$ cat src/clock_revo_pkg.sv
package clock_revo_pkg;

	// serializer word, one bit per clock50 cycle
	localparam int word_bits = 8;

	// one machine turn, counted in buckets
	localparam int revolution_buckets = 5120;

	// words per turn, one word covers word_bits buckets
	localparam int revolution_words = revolution_buckets / word_bits;

	// wide enough for revolution_words - 1
	localparam int revo_index_bits = 10;

	// alternating pattern, sent as the bunch clock
	localparam logic [word_bits-1:0] clock_word = 8'b10101010;

	// first word of a turn carries the marker in its msb
	// every other word of the turn is all zero
	localparam logic [word_bits-1:0] revo_marker = 8'b10000000;

	// reset release points, in clock50 cycles after the external reset
	localparam int serdes_reset_cycles = 512;
	localparam int revo_reset_cycles = 2048;

	// reset sequencer counter width
	// has to hold revo_reset_cycles without wrapping
	localparam int sequencer_bits = 12;

endpackage

$ cat src/reset_sequencer.sv
`timescale 1ns/1ps

module reset_sequencer (
	input logic clock50,
	input logic reset,
	output logic serdes_reset,
	output logic revo_reset
);
	import clock_revo_pkg::*;

	// last counter value before each release edge
	localparam logic [sequencer_bits-1:0] serdes_last =
		sequencer_bits'(serdes_reset_cycles - 1);
	localparam logic [sequencer_bits-1:0] revo_last =
		sequencer_bits'(revo_reset_cycles - 1);
	// counter stops here once the last reset is gone
	localparam logic [sequencer_bits-1:0] count_limit =
		sequencer_bits'(revo_reset_cycles);

	// number of cycles completed since reset went low
	logic [sequencer_bits-1:0] counter;

	always_ff @(posedge clock50) begin
		if (reset) begin
			counter <= '0;
		end else if (counter != count_limit) begin
			// saturates, so the releases happen once per reset
			counter <= counter + 1'b1;
		end
	end

	// both resets stay high until their cycle count is reached
	always_ff @(posedge clock50) begin
		if (reset) begin
			serdes_reset <= 1'b1;
			revo_reset <= 1'b1;
		end else begin
			// serializers come out first
			if (counter == serdes_last) begin
				serdes_reset <= 1'b0;
			end
			// revolution logic waits until the serializers have settled
			if (counter == revo_last) begin
				revo_reset <= 1'b0;
			end
		end
	end

endmodule

$ cat src/word_serializer.sv
`timescale 1ns/1ps

module word_serializer (
	input logic clock50,
	input logic reset,
	input logic [clock_revo_pkg::word_bits-1:0] word,
	output logic serial,
	output logic word_strobe,
	output logic locked
);
	import clock_revo_pkg::*;

	localparam int count_bits = $clog2(word_bits);
	// strobe is registered, so it is set one slot early
	localparam logic [count_bits-1:0] pre_last_slot = count_bits'(word_bits - 2);

	// bit slot within the current word
	logic [count_bits-1:0] bit_count;
	// bits of the current word that are still to be sent
	logic [word_bits-1:0] shift_reg;

	// free running slot counter, wraps every word
	always_ff @(posedge clock50) begin
		if (reset) begin
			bit_count <= '0;
		end else begin
			bit_count <= bit_count + 1'b1;
		end
	end

	// high during the last bit slot of every word
	// first one lands in the 8th cycle after release
	always_ff @(posedge clock50) begin
		if (reset) begin
			word_strobe <= 1'b0;
		end else begin
			word_strobe <= (bit_count == pre_last_slot);
		end
	end

	// msb first
	// the msb goes straight to the output on the load edge,
	// the rest waits in the shift register
	always_ff @(posedge clock50) begin
		if (reset) begin
			shift_reg <= '0;
			serial <= 1'b0;
		end else if (word_strobe) begin
			shift_reg <= {word[word_bits-2:0], 1'b0};
			serial <= word[word_bits-1];
		end else begin
			shift_reg <= {shift_reg[word_bits-2:0], 1'b0};
			serial <= shift_reg[word_bits-1];
		end
	end

	// stands in for the serializer pll lock
	// sticky from the first word loaded
	always_ff @(posedge clock50) begin
		if (reset) begin
			locked <= 1'b0;
		end else if (word_strobe) begin
			locked <= 1'b1;
		end
	end

endmodule

$ cat src/revolution_generator.sv
`timescale 1ns/1ps

module revolution_generator (
	input logic clock50,
	input logic reset,
	input logic word_strobe,
	output logic [clock_revo_pkg::word_bits-1:0] revo_word,
	output logic revo,
	output logic revo_toggle
);
	import clock_revo_pkg::*;

	// last word of a turn, the index wraps after it
	localparam logic [revo_index_bits-1:0] last_index =
		revo_index_bits'(revolution_words - 1);

	// word position within the turn
	logic [revo_index_bits-1:0] index;
	logic [revo_index_bits-1:0] index_next;

	// index that takes effect on the next word strobe
	always_comb begin
		if (index == last_index) begin
			index_next = '0;
		end else begin
			index_next = index + 1'b1;
		end
	end

	// one step per word, only on the serializer strobe
	always_ff @(posedge clock50) begin
		if (reset) begin
			index <= '0;
		end else if (word_strobe) begin
			index <= index_next;
		end
	end

	// word for the revo serializer
	// the marker is set when the index wraps and held for exactly one word,
	// the serializer picks it up on the following strobe
	always_ff @(posedge clock50) begin
		if (reset) begin
			revo_word <= '0;
		end else if (word_strobe) begin
			if (index_next == '0) begin
				revo_word <= revo_marker;
			end else begin
				revo_word <= '0;
			end
		end
	end

	// pulse in the strobe cycle that hands the marker to the serializer,
	// so the marker bit shows up on the serial line one cycle later
	// revo_word is zero in reset, which keeps this low there as well
	assign revo = word_strobe && (revo_word == revo_marker);

	// slow level for the led, one flip per turn
	always_ff @(posedge clock50) begin
		if (reset) begin
			revo_toggle <= 1'b0;
		end else if (revo) begin
			revo_toggle <= ~revo_toggle;
		end
	end

endmodule

$ cat src/clock_revo_generator.sv
`timescale 1ns/1ps

module clock_revo_generator (
	input logic clock50,
	input logic reset,
	output logic clock_bit,
	output logic revo_bit,
	output logic revo,
	output logic [7:0] led
);
	import clock_revo_pkg::*;

	// staged internal resets
	logic serdes_reset;
	logic revo_reset;

	// serializer status
	logic clock_strobe;
	logic clock_locked;
	logic revo_locked;

	// revolution generator outputs
	logic [word_bits-1:0] revo_word;
	logic revo_toggle;

	// serializers first, revolution logic later
	reset_sequencer reset_sequencer_inst (
		.clock50(clock50),
		.reset(reset),
		.serdes_reset(serdes_reset),
		.revo_reset(revo_reset)
	);

	// bunch clock, constant pattern
	// its word strobe also paces the revolution counter
	word_serializer clock_serializer (
		.clock50(clock50),
		.reset(serdes_reset),
		.word(clock_word),
		.serial(clock_bit),
		.word_strobe(clock_strobe),
		.locked(clock_locked)
	);

	// revolution marker stream
	// same reset as the clock serializer, so both strobes line up
	word_serializer revo_serializer (
		.clock50(clock50),
		.reset(serdes_reset),
		.word(revo_word),
		.serial(revo_bit),
		.word_strobe(),
		.locked(revo_locked)
	);

	revolution_generator revolution_generator_inst (
		.clock50(clock50),
		.reset(revo_reset),
		.word_strobe(clock_strobe),
		.revo_word(revo_word),
		.revo(revo),
		.revo_toggle(revo_toggle)
	);

	// status leds, msb first
	// 7 clock lock, 6 revo lock, 4 turn toggle, 2 and 1 internal resets
	assign led = {
		clock_locked,
		revo_locked,
		1'b0,
		revo_toggle,
		1'b0,
		serdes_reset,
		revo_reset,
		1'b0
	};

endmodule

$ cat config.mk
export PLATFORM = sky130hd
export DESIGN_NAME = clock_revo_generator
export DESIGN_NICKNAME = d
export VERILOG_FILES = /design/src/clock_revo_pkg.sv /design/src/reset_sequencer.sv /design/src/word_serializer.sv /design/src/revolution_generator.sv /design/src/clock_revo_generator.sv
export SDC_FILE = /design/constraint.sdc
export NUM_CORES = 1
export LEC_CHECK = 0
export BUFFER_PORTS_ARGS = -buffer_cell sky130_fd_sc_hd__buf_2
export CORE_AREA = 2 2 70 72
export DETAILED_ROUTE_END_ITERATION = 8
export DIE_AREA = 0 0 72 74
export GPL_ROUTABILITY_DRIVEN = 0
export GPL_TIMING_DRIVEN = 1
export PLACE_DENSITY_LB_ADDON = 0.05
export SYNTH_ARGS = -nofsm -noshare
export SYNTH_HDL_FRONTEND = slang
export SYNTH_HIERARCHICAL = 1
export SYNTH_SLANG_ARGS = --single-unit
$ cat constraint.sdc
create_clock -name clock50 -period 3.1 [get_ports clock50]
set_input_delay 0.465 -clock clock50 [delete_from_list [all_inputs] [get_ports clock50]]
set_output_delay 0.465 -clock clock50 [all_outputs]
set_load 0.1 [all_outputs]
==> results.txt <==
The source of the worst register-to-register timing path is revolution_generator_inst/index[0]. The wire length on met3 is about 110 um. Headroom to the max-slew limit came out at 0.631. On the critical path, the stage with the largest delay is an instance of sky130_fd_sc_hd__dfxtp_1. The detailed-route wire length is approximately 3.7 mm.

The worst-path maximum fanout is 16. The number of distinct library cell variants in the gate-level netlist after synthesis came out at between 50 and 60. At the end of the flow, the number of nets in the layout was roughly 270. The number of gates resized after cts came out at 0.

The buffer levels on the longest clock path came out at 2. The synthesized-area fraction occupied by and/or/nand/nor cells is 0.228. The adder and majority gate portion of the synthesized area is 0.0363. The shortest clock period the worst path allows after layout is between 1500 and 2000 ps. The growth of design area from synthesis to finish came out at 4.36%. The total via count after detailed routing is around 1,600. The total global routing track utilization is 0.153. The power density over the cells is around 460 nW/um2. The later pin in the worst-skew pair is clocked with a latency of just under 300 ps.

The count of clock tree sinks came out at 52. The sum of net half-perimeters after detailed placement came out at 2.44 mm. The maximum number of pins on one net before global-route repair came out at 29. In the routed design, unresolved DRC markers number 0. The clock-pin slew on the worst setup and hold paths came out at approximately 90 ps.

The number of pins exceeding their max-slew limit in the final report came out at 0. The vias per cell came out at ~5.2. For this run, the top clock speed supported by timing is slightly above 500 MHz. The delay of the slowest cell on the worst path came out at a little under 700 ps. TritonCTS built the clock tree. Walking the worst path, the cells encountered are buf_2.

The initial antenna violation count came to 0. The depth of the CTS H-tree came out at 2. The synthesized area per cell is 9.42 um2. Setup violations remaining at the end of the flow were counted as 0. The antenna diode count is 0. The number of hold violations in the final report came out at 0. The worst reg2reg path depth is 5. The share of flip-flops with an asynchronous set or reset after synthesis came out at 0. The portion of the clock cycle consumed by the worst path in the final layout is 0.633. The launch point of the critical path is reset_sequencer_inst/revo_reset. The path class of the tightest hold or removal check is flop to flop.

Summing every instance area after synthesis gives approximately 2400 um2. reset_sequencer_inst/counter holds more flip-flops than any other register. The chip width came out at 72 um.

The standard cell core area came out at 4600 um2. The share of the synthesized area in compound gates (AO/OA/AOI/OAI) came out at 0.0918. The portion of netlist area occupied by mux cells is 0.0752. The proportion of synthesized chip area in sequential cells is 0.432. The via count of the first global-routing pass is 1,465. The number of detailed-route iterations in the first pass came out at 4. The most critical setup path has its endpoint at led[1].

The starting density of the core is 0.525. The count of input and output buffers is 9. The post-CTS setup repair buffer count is 0.

The initial detailed-routing violation count is 97. The post-synthesis cell count came out at ~260. The number of cells in the finished layout apart from fillers came out at 317. The number of placement rows is 25.

The met1 wire length came out at approximately 1.9 mm. The worst setup path is launched from a flop. The cell family contributing the most delay on the critical path is flip-flops. The largest registers in the layout are reset_sequencer_inst/counter (12), revolution_generator_inst/index (10). The residual overflow from global routing is 0.

The floorplan die height came out at roughly 74 um. After synthesis, the largest family of logic cells by area is simple AND/OR/NAND/NOR gates. The wire length per cell after detailed routing is about 12 um.

The number of max-capacitance violations reported came out at 0. Of the total synthesized cell area, the portion taken by XOR and XNOR cells is 0.0399. In this run the critical register-to-register path is captured at revolution_generator_inst/revo_word[7]. Counting flops and latches in the post-synthesis netlist gives 52. The met2 layer wire length in the routed design is between 1.5 and 2 mm. The first-pass GRT wire length is approximately 6.5 mm. The layout cell share with drive strength beyond 1 is 0.114.

Setup repair after global routing left no endpoint under its margin. The arrival time at the worst endpoint is 1500 ps. The buffers plus inverters on the worst setup path is 1.

The buffer cell driving the clock tree root is sky130_fd_sc_hd__clkbuf_8. The analysis attributes to cell leakage a power of 0.000880 uW. For this run, the leading register cell type out of synthesis is sky130_fd_sc_hd__dfxtp_1. The count of nets left with antenna violations once routing finished came out at 0. In this run the top signal layer used is met4. The worst-case IR drop observed on VDD is between 0.0002 and 0.0003 V.

The number of top-level pins is 13. For the pin with the worst max-slew slack, the measured transition is 552 ps. The slack of the worst reg-to-reg path came out at between 1000 and 1500 ps. The total instance count after detailed placement is 309. The category of the worst setup path capture point is an output port.

Along the worst hold path, the cell count comes to 1. The register with the most flip-flops in the layout has 12 of them. The flow ran to the end, and the final reports show no timing, DRC or antenna violations. The setup TNS came out at 0 ps.

The total die area came out at roughly 5300 um2. In this run, CTS created clock tree buffers numbering 5. For this design, the CTS-stage hold fixing added 0 buffers. The synthesis warning total came out at 6. Data on the critical path is required at its endpoint by 2630 ps. The cell count along the critical path came out at 1. The synthesized design contains 0 enable-type register cells. The type of the setup path with the least slack is flop to output port. Clock skew on the completed layout was measured at a little over 6 ps.
## cell type report
class | instances | area, um2
fillers | 433 | 2080
multi-input cells | 183 | 1200
flip-flops and latches | 52 | 1040
clock buffers | 5 | 68.8
well taps | 54 | 67.6
repair buffers | 11 | 60.1
clock inverters | 3 | 42.5
inverters | 9 | 33.8
## cells in the final DEF, fill, tap and decap left out, drive strengths merged, types with 2 or more instances in the layout
master	Yosys	layout
dfxtp	52	52
nor2	38	38
conb	3	18
mux2i	17	17
buf	21	11
inv	9	9
a21oi	8	8
o21ai	8	8
ha	7	7
nand4	7	7
nand3	7	7
xor2	6	6
clkbuf	6	5
xnor2	5	5
nor3	5	5
nand2	5	5
nand2b	5	5
o31ai	4	4
or4	4	4
or3	4	4
nor3b	4	4
and3b	4	4
o41ai	2	2
and2	2	2
and4	2	2
a21boi	2	2
## stage by stage
stage | hold WS, ps | instance area [um2] | utilization | power (uW) | setup WS [ps]
floorplan | 402 | 2470 | - | 731 | 1180
global placement | 415 | 2410 | 0.523 | 725 | 1420
detailed placement | 423 | 2410 | 0.523 | 725 | 1410
CTS | 446 | 2520 | 0.547 | 1180 | 1110
global route | 479 | 2520 | 0.547 | 1210 | 1050
finish | 443 | 2520 | 0.547 | 1160 | 1140
## Yosys cell counts, types with 2 or more instances
master / n / area, um2
sky130_fd_sc_hd__nand4_1: 7 / 43.8
sky130_fd_sc_hd__ha_1: 7 / 87.6
sky130_fd_sc_hd__and3b_1: 2 / 17.5
sky130_fd_sc_hd__nand3_1: 6 / 30.0
sky130_fd_sc_hd__o41ai_1: 2 / 17.5
sky130_fd_sc_hd__and2_1: 2 / 12.5
sky130_fd_sc_hd__buf_2: 2 / 10.0
sky130_fd_sc_hd__clkbuf_1: 6 / 22.5
sky130_fd_sc_hd__xnor2_1: 5 / 43.8
sky130_fd_sc_hd__nand2b_1: 5 / 31.3
sky130_fd_sc_hd__xor2_1: 6 / 52.6
sky130_fd_sc_hd__buf_6: 4 / 45.0
sky130_fd_sc_hd__or4_1: 4 / 30.0
sky130_fd_sc_hd__inv_1: 9 / 33.8
sky130_fd_sc_hd__or3_1: 3 / 18.8
sky130_fd_sc_hd__o31ai_1: 4 / 30.0
sky130_fd_sc_hd__o21ai_0: 7 / 35.0
sky130_fd_sc_hd__a21oi_1: 8 / 40.0
sky130_fd_sc_hd__nor3_1: 5 / 25.0
sky130_fd_sc_hd__conb_1: 3 / 11.3
sky130_fd_sc_hd__dfxtp_1: 52 / 1040
sky130_fd_sc_hd__buf_4: 15 / 113
sky130_fd_sc_hd__mux2i_1: 17 / 170
sky130_fd_sc_hd__a21boi_0: 2 / 15.0
sky130_fd_sc_hd__and3b_2: 2 / 20.0
sky130_fd_sc_hd__nor2_1: 38 / 143
sky130_fd_sc_hd__nor3b_1: 3 / 22.5
sky130_fd_sc_hd__nand2_1: 5 / 18.8
sky130_fd_sc_hd__and4_4: 2 / 22.5
## layer usage
metal,up-vias,track usage
li1,869,-
met1,745,0.207
met2,18,0.248
met3,2,0.0407
met4,0,0.0377
met5,-,0
## how the worst min path moves through the flow
stage,from,end,slack [ps]
3_5_place_dp,revo_serializer/bit_count[0],revo_serializer/bit_count[0],420
2_1_floorplan,clock_serializer/bit_count[0],clock_serializer/bit_count[0],400
3_3_place_gp,clock_serializer/bit_count[0],clock_serializer/bit_count[0],420
6_report,clock_serializer/bit_count[0],clock_serializer/bit_count[0],440
4_1_cts,revo_serializer/bit_count[0],revo_serializer/bit_count[0],450
5_1_grt,clock_serializer/bit_count[0],clock_serializer/bit_count[0],480
## cell families after synthesis
| logic type | Yosys count |
|---|---|
| AOI/OAI and AO/OA | 33 |
| xor gates and xnor gates | 11 |
| adders and majority gates | 7 |
| buffers and inverters | 36 |
| DFF | 52 |
| muxes | 18 |
| other | 3 |
| and+or+nand+nor | 96 |
## power breakdown
group          switching [uW]  leakage (uW)  internal [uW]
Clock                     214     0.0000541            239
Combinational            25.5      0.000406           7.92
Sequential               4.65      0.000419            671
Total                     245      0.000880            918
No activity file was read; power rests on OpenSTA's default activity.
